<file path="src/source/decode_pkg.sv">
// RV64 integer encodings only; compressed, float and vector opcodes all decode as OP_UNKNOWN
package decode_pkg;

    // register value and pc width
    localparam int XLEN = 64;
    // uncompressed instruction width
    localparam int ILEN = 32;
    // architectural register index
    localparam int REG_IDX_W = 5;
    // x0 .. x31
    localparam int NUM_REGS = 32;

    // major opcode and func3 widths
    localparam int MAJOR_W = 7;
    localparam int FUNC3_W = 3;
    // func3 sits above the major opcode in the combined field
    localparam int OPCODE_W = FUNC3_W + MAJOR_W;

    // lui/auipc upper immediate, or the jal offset bits
    localparam int UIMM_W = 20;
    // raw instr[31:20]
    localparam int IMM12_W = 12;

    typedef logic [XLEN-1:0]      xlen_t;
    typedef logic [ILEN-1:0]      instr_t;
    typedef logic [REG_IDX_W-1:0] reg_idx_t;
    typedef logic [OPCODE_W-1:0]  opcode_t;
    typedef logic [UIMM_W-1:0]    uimm_t;
    typedef logic [IMM12_W-1:0]   imm12_t;

    // major opcode classes, encoded with their instr[6:0] value
    // 7'b0000000 is not a valid major opcode, so it marks unknown
    typedef enum logic [MAJOR_W-1:0] {
        OP_UNKNOWN      = 7'b0000000,
        OP_LOAD         = 7'b0000011,
        OP_FENCE        = 7'b0001111,
        OP_ALU_IMM      = 7'b0010011,
        OP_AUIPC        = 7'b0010111,
        OP_ALU_IMM_WORD = 7'b0011011,
        OP_STORE        = 7'b0100011,
        OP_R            = 7'b0110011,
        OP_LUI          = 7'b0110111,
        OP_R_WORD       = 7'b0111011,
        OP_BRANCH       = 7'b1100011,
        OP_JALR         = 7'b1100111,
        OP_JAL          = 7'b1101111,
        OP_SYSTEM       = 7'b1110011
    } op_class_e;

    // fence with func3 0, the downstream stages treat it as a nop
    localparam opcode_t BUBBLE_OPCODE = 10'h00f;

endpackage

</file>
<file path="src/source/decode_fields_if.sv">
// purely combinational bundle from instr, no clock and no handshake
interface decode_fields_if;

    // source indices, zero when the class does not read that register
    decode_pkg::reg_idx_t rs1_idx;
    decode_pkg::reg_idx_t rs2_idx;
    // destination, zero for store, branch, fence and unknown
    decode_pkg::reg_idx_t rd_idx;
    // {func3, major opcode}
    decode_pkg::opcode_t  opcode;
    // upper immediate for lui/auipc, scrambled offset for jal
    decode_pkg::uimm_t    uimm;
    // load or store
    logic                 mem_op;

    modport producer (
        output rs1_idx,
        output rs2_idx,
        output rd_idx,
        output opcode,
        output uimm,
        output mem_op
    );

    modport consumer (
        input rs1_idx,
        input rs2_idx,
        input rd_idx,
        input opcode,
        input uimm,
        input mem_op
    );

endinterface

</file>
<file path="src/source/hazard_detector.sv">
// no forwarding assumed; any in-flight match stalls, alu stores are exempt as they write no reg
module hazard_detector (
    decode_fields_if.consumer    fields,
    input  decode_pkg::reg_idx_t alu_dest,
    input  decode_pkg::reg_idx_t mem_dest,
    input  decode_pkg::reg_idx_t wb_dest,
    input  logic                 alu_is_store,
    input  logic                 mem_busy,
    output logic                 stall_req
);

    logic alu_hit;
    logic mem_hit;
    logic wb_hit;

    // x0 never creates a dependency
    function automatic logic src_match(
        input decode_pkg::reg_idx_t dest,
        input decode_pkg::reg_idx_t rs1,
        input decode_pkg::reg_idx_t rs2
    );
        logic nonzero;
        nonzero = (dest != '0);
        return nonzero && ((dest == rs1) || (dest == rs2));
    endfunction

    always_comb begin
        // store in alu carries no destination
        alu_hit = src_match(alu_dest, fields.rs1_idx, fields.rs2_idx) && !alu_is_store;
        mem_hit = src_match(mem_dest, fields.rs1_idx, fields.rs2_idx);
        // writeback lands on the same edge, regfile has no bypass
        wb_hit  = src_match(wb_dest, fields.rs1_idx, fields.rs2_idx);

        stall_req = alu_hit || mem_hit || wb_hit || mem_busy;
    end

endmodule

</file>
<file path="src/flat_wrapper.sv">
// flat-port wrapper written by rule: the top's interface ports become plain ports
module hazard_detector_flat 
  (alu_dest, mem_dest, wb_dest, alu_is_store, mem_busy, stall_req, fields_rs1_idx, fields_rs2_idx, fields_rd_idx, fields_opcode, fields_uimm, fields_mem_op);
  decode_fields_if fields_i ();
  input  decode_pkg::reg_idx_t alu_dest;
  input  decode_pkg::reg_idx_t mem_dest;
  input  decode_pkg::reg_idx_t wb_dest;
  input  logic alu_is_store;
  input  logic mem_busy;
  output logic stall_req;
  input wire logic [$bits(fields_i.rs1_idx)-1:0] fields_rs1_idx;
  input wire logic [$bits(fields_i.rs2_idx)-1:0] fields_rs2_idx;
  input wire logic [$bits(fields_i.rd_idx)-1:0] fields_rd_idx;
  input wire logic [$bits(fields_i.opcode)-1:0] fields_opcode;
  input wire logic [$bits(fields_i.uimm)-1:0] fields_uimm;
  input wire logic [$bits(fields_i.mem_op)-1:0] fields_mem_op;
  assign fields_i.rs1_idx = fields_rs1_idx;
  assign fields_i.rs2_idx = fields_rs2_idx;
  assign fields_i.rd_idx = fields_rd_idx;
  assign fields_i.opcode = fields_opcode;
  assign fields_i.uimm = fields_uimm;
  assign fields_i.mem_op = fields_mem_op;
  hazard_detector u_core (.fields(fields_i), .alu_dest(alu_dest), .mem_dest(mem_dest), .wb_dest(wb_dest), .alu_is_store(alu_is_store), .mem_busy(mem_busy), .stall_req(stall_req));
endmodule
</file>
<file path="config.mk">
export PLATFORM = sky130hd
export DESIGN_NAME = hazard_detector_flat
export DESIGN_NICKNAME = d
export VERILOG_FILES = /design/src/source/decode_pkg.sv /design/src/source/decode_fields_if.sv /design/src/source/hazard_detector.sv /design/src/flat_wrapper.sv
export SDC_FILE = /design/constraint.sdc
export NUM_CORES = 1
export LEC_CHECK = 0
export ABC_AREA = 1
export ABC_CLOCK_PERIOD_IN_PS = 800
export BUFFER_PORTS_ARGS = -buffer_cell sky130_fd_sc_hd__clkbuf_2
export CAP_MARGIN = 20
export CORE_UTILIZATION = 39
export DETAILED_ROUTE_END_ITERATION = 6
export PLACE_DENSITY = 0.95
export RECOVER_POWER = 25
export SYNTH_ARGS = -nofsm -noshare
export SYNTH_HDL_FRONTEND = slang
export SYNTH_SLANG_ARGS = --single-unit
export TNS_END_PERCENT = 5
</file>
<file path="constraint.sdc">
create_clock -name vclk -period 0.8
set_input_delay 0.04 -clock vclk [all_inputs]
set_output_delay 0.04 -clock vclk [all_outputs]
set_load 0.02 [all_outputs]
</file>
==> results.md, run 1 <==
- Startpoint types: input pin
- Leakage Power: 0.000597 uW
- N_diodes: 0
- Core box area: 0.00132 mm2
- Maxcap violations: 0
- Post-synthesis sequential area ratio: 0
- Syn Inst Count: 133
- Failing checks: negative setup slack
- Max Slew Vio Count: 0
- Worst-path cell chain: buf_4 -> nor3_1 -> nand3_1 -> nand2_1 -> nand2_1 -> inv_1 -> nand2_1 -> clkbuf_8
- Hold_buf cts: 0
- WL/cell: 10.7 um
- Final Core Density: 0.721
- Share of cells above drive strength 1: 0.376
- Largest fanout of any net on the critical path: 4
- Outcome: complete, but fails checks
- CP Capture Type: primary output
- Worst setup margin: -0.146 ns
- Routed WL: 1.92 mm
- Starting Density: 0.425
- Post-synthesis adder-cell area fraction: 0
- Slowest CP cell: nor3_1
- Vias per cell: 4.66
- Vias in the first global route: 677
- Gr usage total: 0.221
- Worst Path Arrival: 0.91 ns
- Initial antenna violation count: 0
- Overflow after GRT: 0
- PortBufs: 28
- CP max stage delay: 0.25 ns
- Pwr Total: 509 uW
- Pwr dens: 536 mW/mm2
- Die Ht: 39.9 um
- XOR/XNOR Fraction of Synth Area: 0.125
- FF+latch area: 0 um2
- CLK BUF: 0
- Mapped Area: 559 um2
- Avg Cell Area, Syn: 4.21 um2
- Critical Path RT: 0.76 ns
- Layout Cells excl Fill: 180
- Peak VDD IR: 280 uV
- Fin crit period: 0.946 ns
- Die area: 0.00159 mm2
- RSZ-0062 raised after global routing: yes
- Mapped Nets: 196
- Die width: 39.9 um
- Hold Path Class: in2out
- DRC: 0
- Starting DRT DRC Count: 17
- Dpl hpwl: 1.46 mm
- Worst slew pin tran: 0.243 ns
- Largest family of logic cells by synthesized area: simple AND/OR/NAND/NOR gates
- Mux cell area share after synthesis: 0
- Flip-flop and latch count: 0
- Hold endpoint: stall_req
- Placed Cells: 180
- Boundary Pins: 64
- Final setup vio count: 1
- Drt first pass iters: 4
- Synth Area in Simple Gates: 0.671
- Worst Setup Path Type: in2out
- Hold path cells: 4
- Post-synthesis compound-gate area fraction: 0.0224
- CP dominant cell by count: nand2_1
- Via count: 838
- Routed Antenna Nets: 0
- Synth warnings: 0
- Largest net degree at the start of global routing: 6
- Hold path start: mem_busy
- Post-CTS setup buffer count: 0
- First-pass GRT wire length: 2.46 mm
- RePlAce Congestion: 0.833
- Relative slew slack: 0.837
- Nets: 230
- Final Hold Fails: 0
- Post-synth cell types: 12
- Synth-to-layout area growth: 69.8%
- Final period utilization: 1.18
- WHS: 0.399 ns
- Fmax: 1060 MHz
- Site Rows: 13
how the worst max path moves through the flow:
stage | start | to | slack [ns]
6_report | mem_dest[3] | stall_req | -0.15
5_1_grt | fields_rs2_idx[3] | stall_req | -0.24
4_1_cts | fields_rs1_idx[1] | stall_req | -0.17
3_5_place_dp | fields_rs1_idx[1] | stall_req | -0.17
3_3_place_gp | fields_rs1_idx[1] | stall_req | -0.14
2_1_floorplan | alu_dest[3] | stall_req | 0.12
stage by stage:
step | worst slack [ns] | instance area (um2) | TNS [ns]
6_report | -0.146 | 950 | -0.146
5_1_grt | -0.243 | 950 | -0.243
4_1_cts | -0.165 | 766 | -0.165
3_5_place_dp | -0.169 | 748 | -0.169
3_3_place_gp | -0.143 | 748 | -0.143
2_1_floorplan | 0.120 | 559 | 0
layout by cell type, fill, tap and decap left out:
cell	n
nand3_1	8
nand2_1	62
xor2_2	1
nor3_1	1
nor2_2	3
nand2_2	6
xnor2_1	5
o21bai_1	1
nand4_1	1
nor3_2	1
a21oi_2	1
clkbuf_2	7
inv_1	12
nand2_4	1
buf_4	8
clkbuf_8	1
inv_4	3
buf_8	3
buf_2	1
buf_6	11
xor2_1	1
buf_12	1
xnor2_2	1
inv_2	12
nor2_4	1
nor2_1	12
layout make-up:
cell class                      count  area (um2)
Fill cell                         126         368
Inverter                           27         109
Multi-Input combinational cell    106         519
Tap cell                           15        18.8
Timing Repair Buffer               32         303
per-layer routing:
metal / global-route usage / vias to the layer above / wire [um]
met3: 0.0114 / 2 / 102
met4: 0.0259 / 0 / 10
met5: 0 / - / 0
met1: 0.237 / 353 / 729
met2: 0.460 / 28 / 1080
li1: - / 455 / -
report_power, final:
part / leakage, uW / total (uW) / switching, uW / internal (uW)
logic: 0.000597 / 509 / 256 / 253
registers: 0 / 0 / 0 / 0
clock network: 0 / 0 / 0 / 0
Yosys cell counts:
cell type | count | share of area
o21bai_1 | 1 | 0.013
xor2_1 | 2 | 0.031
nor2_1 | 16 | 0.11
xnor2_1 | 6 | 0.094
nand2_1 | 69 | 0.46
nand4_1 | 1 | 0.011
clkinv_1 | 1 | 0.0067
a21oi_1 | 1 | 0.0089
nor3_1 | 2 | 0.018
nand3_1 | 8 | 0.072
inv_1 | 18 | 0.12
inv_2 | 8 | 0.054
critical path, delay by kind of cell:
family	cells	cell delay, ns
and+or+nand+nor	5	0.54
buffers and inverters	3	0.33
cells by family after synthesis:
family | Yosys count
compound gates | 2
simple gates | 96
xor+xnor | 8
buf+inv | 27
repair_timing:
action	4_1_cts	5_1_grt
pin swaps	1	25
resized for setup	3	83
setup endpoints to repair	1	1
Power figures use the tool's default switching activity.
==> run 2, diff against run 1 <==
- CORE_UTILIZATION: 39 -> 32
- PLACE_DENSITY: 0.95 -> 0.88
==> results.md, run 2 (synthesis results as in run 1) <==
- Outcome: complete, but fails checks (unchanged)
- Failing checks: design-rule violations, negative setup slack (was negative setup slack)
- Vias per cell: 4.65 (was 4.66)
- Maxcap violations: 0 (unchanged)
- Critical Path RT: 0.76 ns (about the same)
- Pwr Total: 515 uW (was 509 uW)
- Leakage Power: 0.000603 uW (was 0.000597 uW)
- First-pass GRT wire length: 2.68 mm (was 2.46 mm)
- Final setup vio count: 1 (unchanged)
- Overflow after GRT: 0 (unchanged)
- Worst Setup Path Type: in2out (unchanged)
- Vias in the first global route: 696 (was 677)
- Fmax: 1080 MHz (was 1060 MHz)
- Die area: 0.00192 mm2 (was 0.00159 mm2)
- Worst slew pin tran: 0.216 ns (was 0.243 ns)
- RePlAce Congestion: 0.932 (was 0.833)
- Starting Density: 0.355 (was 0.425)
- Fin crit period: 0.928 ns (was 0.946 ns)
- Worst Path Arrival: 0.89 ns (was 0.91 ns)
- CP max stage delay: 0.14 ns (was 0.25 ns)
- Core box area: 0.00158 mm2 (was 0.00132 mm2)
- Initial antenna violation count: 0 (unchanged)
- Max Slew Vio Count: 0 (unchanged)
- Synth-to-layout area growth: 77.0% (was 69.8%)
- Site Rows: 14 (was 13)
- Routed WL: 1.78 mm (was 1.92 mm)
- Startpoint types: input pin (unchanged)
- Peak VDD IR: 256 uV (was 280 uV)
- WHS: 0.385 ns (was 0.399 ns)
- Share of cells above drive strength 1: 0.382 (was 0.376)
- Die Ht: 43.8 um (was 39.9 um)
- Worst setup margin: -0.128 ns (was -0.146 ns)
- DRC: 3 (was 0)
- FF+latch area: 0 um2 (unchanged)
- Routed Antenna Nets: 0 (unchanged)
- Start point of the critical path: mem_dest[2] (was mem_dest[3])
- Flip-flop and latch count: 0 (unchanged)
- Final Hold Fails: 0 (unchanged)
- Hold Path Class: in2out (unchanged)
- Starting DRT DRC Count: 23 (was 17)
- Nets: 230 (unchanged)
- Gr usage total: 0.178 (was 0.221)
- RSZ-0062 raised after global routing: yes (unchanged)
- N_diodes: 0 (unchanged)
- Hold path start: mem_busy (unchanged)
- Dpl hpwl: 1.36 mm (was 1.46 mm)
- Final period utilization: 1.16 (was 1.18)
- WL/cell: 9.86 um (was 10.7 um)
- Relative slew slack: 0.855 (was 0.837)
- Hold_buf cts: 0 (unchanged)
- Commonest non-fill, non-tap cell in the layout: nand2_1 (unchanged)
- CP dominant cell by count: nand2_1 (unchanged)
- CLK BUF: 0 (unchanged)
- Via count: 841 (was 838)
- Post-CTS setup buffer count: 0 (unchanged)
- Largest net degree at the start of global routing: 6 (unchanged)
- PortBufs: 28 (unchanged)
- Most frequent cells in the layout: nand2_1 (59), inv_1 (13) (was nand2_1 (62), inv_2 (12), inv_1 (12), nor2_1 (12), buf_6 (11))
- Largest fanout of any net on the critical path: 4 (unchanged)
- Pwr dens: 521 mW/mm2 (was 536 mW/mm2)
- Slowest CP cell: clkbuf_8 (was nor3_1)
- Worst-path cell chain: clkbuf_8 -> inv_1 -> nand2_1 -> nand2_1 -> nor2_1 -> nand3_1 -> nand2_1 -> nand2_1 -> nand2_1 -> inv_1 -> nand2_1 -> clkbuf_8 (was buf_4 -> nor3_1 -> nand3_1 -> nand2_1 -> nand2_1 -> inv_1 -> nand2_1 -> clkbuf_8)
- Drt first pass iters: 6 (was 4)
- Die width: 43.8 um (was 39.9 um)
- Boundary Pins: 64 (unchanged)
- CP Capture Type: primary output (unchanged)
## run 2: changes by cell type in the layout (fill, tap and decap cells not counted), sizes merged
cell | previous run | this run
clkbuf | 8 | 20
buf | 24 | 12
## run 2: area by class of cell
| type | count | area [um2] |
|---|---|---|
| fill | 154 | 587 |
| multi-input combinational | 106 | 513 |
| tap | 16 | 20.0 |
| timing repair buffer | 32 | 338 |
| inverter | 27 | 119 |
## run 2: per-stage QoR
step / utilization / TNS (ns) / std cells / worst slack, ns / cell area (um2)
floorplan: - / 0 / 133 / 0.120 / 559
detailed placement: 0.475 / -0.162 / 181 / -0.162 / 749
global route: 0.628 / -0.214 / 181 / -0.214 / 990
finish: 0.628 / -0.128 / 181 / -0.128 / 990
CTS: 0.572 / -0.111 / 181 / -0.111 / 902
global placement: 0.475 / -0.154 / 181 / -0.154 / 749
## run 2: final timing paths
path	endpoint	slack, ns	cells past startpoint
max	stall_req	-0.13	12
min	stall_req	0.38	4
## run 2: per-layer routing
layer | vias up | global-route usage | routed length [um]
met5 | - | 0 | 0
met4 | 0 | 0.0125 | 15
met3 | 2 | 0.0167 | 158
met2 | 46 | 0.319 | 880
met1 | 339 | 0.237 | 730
li1 | 454 | - | -
## run 2: power breakdown
group          switching (uW)  internal (uW)
Clock                       0              0
Combinational             251            265
Sequential                  0              0
## run 2: critical path: cells and delay by family
kind	cells	cell delay, ns
buf+inv	4	0.32
simple gates	8	0.52
## run 2: repair_timing
item,in CTS,in global routing
resized for setup,23,38
setup endpoints to repair,1,1
pin swaps,12,18
