==> config.mk <==
export PLATFORM = sky130hd
export DESIGN_NAME = instr_field_decoder_flat
export DESIGN_NICKNAME = d
export VERILOG_FILES = /design/src/source/decode_pkg.sv /design/src/source/decode_fields_if.sv /design/src/source/instr_field_decoder.sv /design/src/flat_wrapper.sv
export SDC_FILE = /design/constraint.sdc
export NUM_CORES = 1
export LEC_CHECK = 0
export BUFFER_PORTS_ARGS = -buffer_cell sky130_fd_sc_hd__buf_2
export CORE_MARGIN = 2
export CORE_UTILIZATION = 37
export DETAILED_ROUTE_END_ITERATION = 7
export GPL_TIMING_DRIVEN = 0
export PLACE_DENSITY = 0.95
export SYNTH_ARGS = -nofsm -noshare
export SYNTH_HDL_FRONTEND = slang
export SYNTH_SLANG_ARGS = --single-unit
==> constraint.sdc <==
create_clock -name vclk -period 2.05
set_input_delay 0.1025 -clock vclk [all_inputs]
set_output_delay 0.1025 -clock vclk [all_outputs]
set_load 0.005 [all_outputs]
==> src/source/decode_pkg.sv <==
// RV64 integer encodings only; compressed, float and vector opcodes all decode as OP_UNKNOWN
package decode_pkg;

    // register value and pc width
    localparam int XLEN = 64;
    // uncompressed instruction width
    localparam int ILEN = 32;
    // architectural register index
    localparam int REG_IDX_W = 5;
    // x0 .. x31
    localparam int NUM_REGS = 32;

    // major opcode and func3 widths
    localparam int MAJOR_W = 7;
    localparam int FUNC3_W = 3;
    // func3 sits above the major opcode in the combined field
    localparam int OPCODE_W = FUNC3_W + MAJOR_W;

    // lui/auipc upper immediate, or the jal offset bits
    localparam int UIMM_W = 20;
    // raw instr[31:20]
    localparam int IMM12_W = 12;

    typedef logic [XLEN-1:0]      xlen_t;
    typedef logic [ILEN-1:0]      instr_t;
    typedef logic [REG_IDX_W-1:0] reg_idx_t;
    typedef logic [OPCODE_W-1:0]  opcode_t;
    typedef logic [UIMM_W-1:0]    uimm_t;
    typedef logic [IMM12_W-1:0]   imm12_t;

    // major opcode classes, encoded with their instr[6:0] value
    // 7'b0000000 is not a valid major opcode, so it marks unknown
    typedef enum logic [MAJOR_W-1:0] {
        OP_UNKNOWN      = 7'b0000000,
        OP_LOAD         = 7'b0000011,
        OP_FENCE        = 7'b0001111,
        OP_ALU_IMM      = 7'b0010011,
        OP_AUIPC        = 7'b0010111,
        OP_ALU_IMM_WORD = 7'b0011011,
        OP_STORE        = 7'b0100011,
        OP_R            = 7'b0110011,
        OP_LUI          = 7'b0110111,
        OP_R_WORD       = 7'b0111011,
        OP_BRANCH       = 7'b1100011,
        OP_JALR         = 7'b1100111,
        OP_JAL          = 7'b1101111,
        OP_SYSTEM       = 7'b1110011
    } op_class_e;

    // fence with func3 0, the downstream stages treat it as a nop
    localparam opcode_t BUBBLE_OPCODE = 10'h00f;

endpackage

==> src/source/decode_fields_if.sv <==
// purely combinational bundle from instr, no clock and no handshake
interface decode_fields_if;

    // source indices, zero when the class does not read that register
    decode_pkg::reg_idx_t rs1_idx;
    decode_pkg::reg_idx_t rs2_idx;
    // destination, zero for store, branch, fence and unknown
    decode_pkg::reg_idx_t rd_idx;
    // {func3, major opcode}
    decode_pkg::opcode_t  opcode;
    // upper immediate for lui/auipc, scrambled offset for jal
    decode_pkg::uimm_t    uimm;
    // load or store
    logic                 mem_op;

    modport producer (
        output rs1_idx,
        output rs2_idx,
        output rd_idx,
        output opcode,
        output uimm,
        output mem_op
    );

    modport consumer (
        input rs1_idx,
        input rs2_idx,
        input rd_idx,
        input opcode,
        input uimm,
        input mem_op
    );

endinterface

==> src/source/instr_field_decoder.sv <==
// decodes major opcode only; func3/func7 are passed through, illegal encodings are not flagged
module instr_field_decoder (
    input  decode_pkg::instr_t  instr,
    decode_fields_if.producer   fields
);

    decode_pkg::op_class_e op_class;
    // per-class register usage
    logic                  uses_rs1;
    logic                  uses_rs2;
    logic                  writes_rd;

    // classify by instr[6:0]
    always_comb begin
        case (instr[6:0])
            decode_pkg::OP_R:            op_class = decode_pkg::OP_R;
            decode_pkg::OP_R_WORD:       op_class = decode_pkg::OP_R_WORD;
            decode_pkg::OP_LOAD:         op_class = decode_pkg::OP_LOAD;
            decode_pkg::OP_ALU_IMM:      op_class = decode_pkg::OP_ALU_IMM;
            decode_pkg::OP_ALU_IMM_WORD: op_class = decode_pkg::OP_ALU_IMM_WORD;
            decode_pkg::OP_STORE:        op_class = decode_pkg::OP_STORE;
            decode_pkg::OP_BRANCH:       op_class = decode_pkg::OP_BRANCH;
            decode_pkg::OP_LUI:          op_class = decode_pkg::OP_LUI;
            decode_pkg::OP_AUIPC:        op_class = decode_pkg::OP_AUIPC;
            decode_pkg::OP_JAL:          op_class = decode_pkg::OP_JAL;
            decode_pkg::OP_JALR:         op_class = decode_pkg::OP_JALR;
            decode_pkg::OP_FENCE:        op_class = decode_pkg::OP_FENCE;
            decode_pkg::OP_SYSTEM:       op_class = decode_pkg::OP_SYSTEM;
            default:                     op_class = decode_pkg::OP_UNKNOWN;
        endcase
    end

    // register usage per class
    always_comb begin
        uses_rs1  = 1'b1;
        uses_rs2  = 1'b0;
        writes_rd = 1'b1;
        case (op_class)
            // two-source register ops
            decode_pkg::OP_R,
            decode_pkg::OP_R_WORD: begin
                uses_rs2 = 1'b1;
            end
            // rs2 is the store data or the compare operand, no rd
            decode_pkg::OP_STORE,
            decode_pkg::OP_BRANCH: begin
                uses_rs2  = 1'b1;
                writes_rd = 1'b0;
            end
            // no source register at all
            decode_pkg::OP_LUI,
            decode_pkg::OP_AUIPC,
            decode_pkg::OP_JAL: begin
                uses_rs1 = 1'b0;
            end
            // rs1/rd fields of fence are reserved
            decode_pkg::OP_FENCE,
            decode_pkg::OP_UNKNOWN: begin
                uses_rs1  = 1'b0;
                writes_rd = 1'b0;
            end
            // load, alu-imm, jalr, system: rs1 and rd only
            default: begin
                uses_rs1  = 1'b1;
            end
        endcase
    end

    // field extraction
    always_comb begin
        fields.rs1_idx = uses_rs1  ? instr[19:15] : '0;
        // immediate bits in [24:20] must not look like a source
        fields.rs2_idx = uses_rs2  ? instr[24:20] : '0;
        fields.rd_idx  = writes_rd ? instr[11:7]  : '0;
        fields.opcode  = {instr[14:12], instr[6:0]};
        fields.mem_op  = (op_class == decode_pkg::OP_LOAD) ||
                         (op_class == decode_pkg::OP_STORE);

        case (op_class)
            decode_pkg::OP_LUI,
            decode_pkg::OP_AUIPC: begin
                fields.uimm = instr[31:12];
            end
            // jal offset[20|10:1|11|19:12] reordered to offset[20:1]
            decode_pkg::OP_JAL: begin
                fields.uimm = {instr[31], instr[19:12], instr[20], instr[30:21]};
            end
            default: begin
                fields.uimm = '0;
            end
        endcase
    end

endmodule

==> src/flat_wrapper.sv <==
// flat-port wrapper written by rule: the top's interface ports become plain ports
module instr_field_decoder_flat 
  (instr, fields_rs1_idx, fields_rs2_idx, fields_rd_idx, fields_opcode, fields_uimm, fields_mem_op);
  decode_fields_if fields_i ();
  input  decode_pkg::instr_t instr;
  output wire logic [$bits(fields_i.rs1_idx)-1:0] fields_rs1_idx;
  output wire logic [$bits(fields_i.rs2_idx)-1:0] fields_rs2_idx;
  output wire logic [$bits(fields_i.rd_idx)-1:0] fields_rd_idx;
  output wire logic [$bits(fields_i.opcode)-1:0] fields_opcode;
  output wire logic [$bits(fields_i.uimm)-1:0] fields_uimm;
  output wire logic [$bits(fields_i.mem_op)-1:0] fields_mem_op;
  assign fields_rs1_idx = fields_i.rs1_idx;
  assign fields_rs2_idx = fields_i.rs2_idx;
  assign fields_rd_idx = fields_i.rd_idx;
  assign fields_opcode = fields_i.opcode;
  assign fields_uimm = fields_i.uimm;
  assign fields_mem_op = fields_i.mem_op;
  instr_field_decoder u_core (.instr(instr), .fields(fields_i));
endmodule
==> results of run 1 <==
[cell type report]
cell class / instances / area share
Timing Repair Buffer: 78 / 0.375
Multi-Input combinational cell: 70 / 0.477
Tap cell: 16 / 0.0192
Buffer: 16 / 0.126
Inverter: 1 / 0.00360
[final timing paths]
kind	startpoint	end	slack, ns	depth (start not counted)
worst min-delay path	instr[31]	fields_uimm[19]	0.49	3
worst max-delay path	instr[5]	fields_uimm[6]	0.72	7
[per-layer routing]
| layer | GRT usage | wire length, um | share of wire |
|---|---|---|---|
| met5 | 0 | 0 | 0 |
| met2 | 0.451 | 1180 | 0.52 |
| met4 | 0.0235 | 0 | 0 |
| met1 | 0.205 | 843 | 0.37 |
| met3 | 0.0240 | 254 | 0.11 |
[power groups by stage]
stage / clock [mW] / sequential [mW] / combinational (mW)
2_1_floorplan: 0 / 0 / 0.0559
3_3_place_gp: 0 / 0 / 0.125
3_5_place_dp: 0 / 0 / 0.131
4_1_cts: 0 / 0 / 0.131
5_1_grt: 0 / 0 / 0.143
6_report: 0 / 0 / 0.131
[critical path, stage by stage]
cell and delay [ns]:
buf_2 0.12, and3_1 0.16, buf_4 0.14, nor4b_4 0.26, buf_6 0.18, a22o_2 0.15, buf_2 0.11
[logic make-up after synthesis]
kind of cell / after synthesis / synth area share
simple gates: 42 / 0.392
buf+inv: 17 / 0.214
compound gates: 28 / 0.394
[per-stage QoR]
step	power (mW)	setup WS [ns]	cell area (um^2)	hold WS, ns	std cells
floorplan	0.0559	1.04	632	0.279	87
global placement	0.125	0.770	1040	0.485	181
detailed placement	0.131	0.706	1040	0.489	181
CTS	0.131	0.707	1040	0.493	181
global route	0.143	0.642	1040	0.506	181
finish	0.131	0.715	1040	0.489	181
[cells in the mapped netlist]
library cell | number | share of area
nand2_2 | 1 | 0.0099
and3b_1 | 2 | 0.028
nor4b_4 | 1 | 0.038
nor3_1 | 1 | 0.0079
nor3b_1 | 1 | 0.012
and4bb_2 | 1 | 0.020
and2_1 | 5 | 0.050
a211oi_2 | 1 | 0.020
a22o_1 | 2 | 0.028
o21a_1 | 1 | 0.012
buf_6 | 4 | 0.071
inv_1 | 1 | 0.0059
buf_4 | 11 | 0.13
nor2_1 | 7 | 0.042
o22ai_1 | 5 | 0.050
and3_1 | 1 | 0.0099
and2_2 | 1 | 0.012
nor4bb_1 | 1 | 0.016
a21oi_1 | 2 | 0.016
clkbuf_1 | 1 | 0.0059
nand2_1 | 16 | 0.095
and4b_2 | 1 | 0.018
and2_0 | 1 | 0.0099
a22o_2 | 17 | 0.27
and3b_2 | 1 | 0.016
nand2b_1 | 1 | 0.0099
==> flow_summary.toml, run 1 <==
[floorplan]
dieArea_um2 = 2050
start_util = 0.405
die_h_um = 45.3
die_w_um = 45.3
pin_count = 78
coreArea_um2 = 1560
std_cell_rows = 14

[synthesis]
syn_nets = 119
syn_inst = 87
synth-seq-area-share = 0
ys_types = 26
syn_area_um2 = 632
syn_avg_cell_area_um2 = 7.26
yosysWarnings = 0

[route]
dr.first_iter.drc_count = 18
antenna_left = 0
drc = 0
wl_per_cell_um = 12.6
vias = 960
routed_via_density = 5.30
dr.pass1.iters = 4
wirelength_um = 2280

[sta]
hold_viol = 0
layout_min_cycle_time_ns = 1.33
finalSetupTns_ns = 0
rsz0062_at_grt = "no"
worst_pin_slew_ns = 0.376
finalCritPeriodShare = 0.651
drv_slew = 0
report.final.setup_viol = 0
slew_headroom = 0.749
max_freq_ghz = 0.749

[power_and_ir_drop]
ir_drop_mv = 0.0920
pwr-share-clk = 0
swShare = 0.488
p_switching_mw = 0.0640
power.density_nw_per_um2 = 126
combPwrFrac = 1.000
p_leak_nw = 0.632
p_int_mw = 0.0671
pwr-share-seq = 0

[worst_setup_path]
critPathKind = "input pin to output port"
crit_fanout = 10
critPathLaunchType = "input pin"
cp_data_arrival_time_ns = 1.23
crit_required_ns = 1.95
end_kind = "output port"

[layout]
final_common_cell = "buf_2"
multi_input_area_um2 = 497
fin_util = 0.669
num_antenna_cells = 0
syn_to_final_growth_pct = 65.0
layout.nets = 199
drive_above_1_share = 0.709
final_cell_mix = "buf_2, a22o_2, nand2_1"
seq_cell_count = 0
fill_cells = 132
clkbuf_count = 0
regArea_um2 = 0

[placement]
place.port_buffers = 78
place_congestion = 0.825
post-dp-hpwl_um = 1970

[global_routing]
grt_max_degree = 11
grt_overflow_total = 0
grt_pass1_wl_um = 3350
antenna_found_initial = 0
grt_usage = 0.207
grt_pass1_vias = 810

[clock_tree]
hold_buffers = 0
post_cts_buffers = 0
cts_resized = 0

[flow_run]
max_cap_violations = 0

[worst_hold_path]
hp-class = "input pin to output port"

[status]
outcome = "completed"
Note: power is estimated with default switching activity, not from simulation.
==> run 2: changes to the inputs <==
- CORE_UTILIZATION: 37 -> 34
- PLACE_DENSITY: 0.95 -> 0.94
- clock period: 2.05 -> 1.29 ns (I/O delays scaled with it)
==> run 2 against run 1 <==
First-iteration DRC count is 22% lower. Utilization is 4.7 points lower. Setup slack worse by 0.65 ns. Count of clock-buffer cells in the layout stayed put. Final cell count is 6.1% higher. Hold slack worse by 0.086 ns. Via count is 1.0% lower. Critical endpoint is now fields_uimm[9]. Non-clock buffer count is 2 higher. Design area is 4.1% higher. Critical path depth stayed put. Sequential share of layout area stayed put. Power is 62% higher.
==> flow_summary.toml, run 2 (synthesized netlist as in run 1, its figures left out) <==
[layout]
final_cell_mix = "buf_2, a22o_2, nand2_1"
syn_to_final_growth_pct = 71.7
num_antenna_cells = 0
fill_cells = 172
drive_above_1_share = 0.719
final_common_cell = "buf_2"
seq_cell_count = 0
regArea_um2 = 0
stdcell_count = 192
layout.nets = 201
clkbuf_count = 0

[route]
drc = 0
vias = 950
antenna_left = 0
routed_via_density = 4.95
wl_per_cell_um = 12.0
dr.first_iter.drc_count = 14
dr.pass1.iters = 4
wirelength_um = 2310

[sta]
slew_headroom = 0.734
worst_pin_slew_ns = 0.399
max_freq_ghz = 0.820
finalSetupTns_ns = 0
report.final.setup_viol = 0
finalCritPeriodShare = 0.946
hold_viol = 0
fin_ws_ns = 0.0698
layout_min_cycle_time_ns = 1.22
drv_slew = 0

[floorplan]
dieArea_um2 = 2220
pin_count = 78
die_w_um = 47.1
die_h_um = 47.1
coreArea_um2 = 1750
start_util = 0.362
std_cell_rows = 15

[placement]
dp.cells = 190
place_congestion = 0.670
place.port_buffers = 78
post-dp-hpwl_um = 1900
preCtsSetupSlack_ns = 0.0661

[global_routing]
grt_max_degree = 11
grt_pass1_vias = 761
grt_pass1_wl_um = 3080
grt_usage = 0.183
grt_overflow_total = 0
antenna_found_initial = 0

[flow_run]
max_cap_violations = 0

[worst_setup_path]
critPathKind = "input pin to output port"
critPathLaunchType = "input pin"
end_kind = "output port"
crit_path_top_delay_cell = "nor4b_4"
critPathMaxStageDelay_ns = 0.27
crit_fanout = 5
path_cells = "buf_4 > and3_4 > buf_6 > nor4b_4 > buf_4 > a22o_2 > buf_2"
crit_required_ns = 1.23
cp_data_arrival_time_ns = 1.16
cpMostUsedCell = "buf_4"

[power_and_ir_drop]
p_leak_nw = 0.645
power.density_nw_per_um2 = 196
ir_drop_mv = 0.137

[status]
outcome = "completed"

[worst_hold_path]
hp-class = "input pin to output port"

[clock_tree]
hold_buffers = 0
==> run 2: cell count changes in the layout (fill, tap and decap cells not counted), sizes merged <==
cell  previous run  this run
buf             93        95
==> run 2: through the flow <==
| stage | area, um^2 | power, mW | hold slack (ns) | utilization |
|---|---|---|---|---|
| 2_1_floorplan | 632 | 0.0889 | 0.203 | - |
| 3_5_place_dp | 1050 | 0.205 | 0.409 | 0.604 |
| 6_report | 1080 | 0.213 | 0.402 | 0.622 |
| 5_1_grt | 1080 | 0.235 | 0.418 | 0.622 |
| 3_3_place_gp | 1050 | 0.198 | 0.400 | 0.604 |
| 4_1_cts | 1050 | 0.206 | 0.409 | 0.604 |
==> run 2: repair_timing <==
action | 4_1_cts | 5_1_grt
endpoints found under the setup margin | 0 | 11
buffers inserted | 0 | 1
gates resized for setup | 0 | 6
==> run 2: layer usage <==
metal,up-vias,GRT usage,routed length [um]
li1,475,-,-
met1,419,0.198,885
met2,56,0.397,1180
met3,0,0.0115,251
met4,0,0,0
met5,-,0,0
==> run 2: final timing paths <==
kind	from	to	slack (ns)	cells after the start
setup / recovery	instr[5]	fields_uimm[9]	0.07	7
hold / removal	instr[31]	fields_uimm[19]	0.40	3
==> run 2: where the power goes <==
part           leakage [nW]  internal, mW  switching, mW
sequential                0             0              0
clock                     0             0              0
combinational         0.645         0.113          0.100
==> run 2: critical path, delay by kind of cell <==
| kind | cells | cell delay [ns] |
|---|---|---|
| and+or+nand+nor | 2 | 0.44 |
| buffers and inverters | 4 | 0.51 |
| AOI/OAI and AO/OA | 1 | 0.14 |
==> run 2: final cells by class <==
| class | count | area, um^2 | area share |
|---|---|---|---|
| timing repair buffer | 80 | 413 | 0.381 |
| inverter | 1 | 3.75 | 0.00346 |
| buffer | 16 | 135 | 0.125 |
| tap | 25 | 31.3 | 0.0288 |
| multi-input combinational | 70 | 502 | 0.463 |
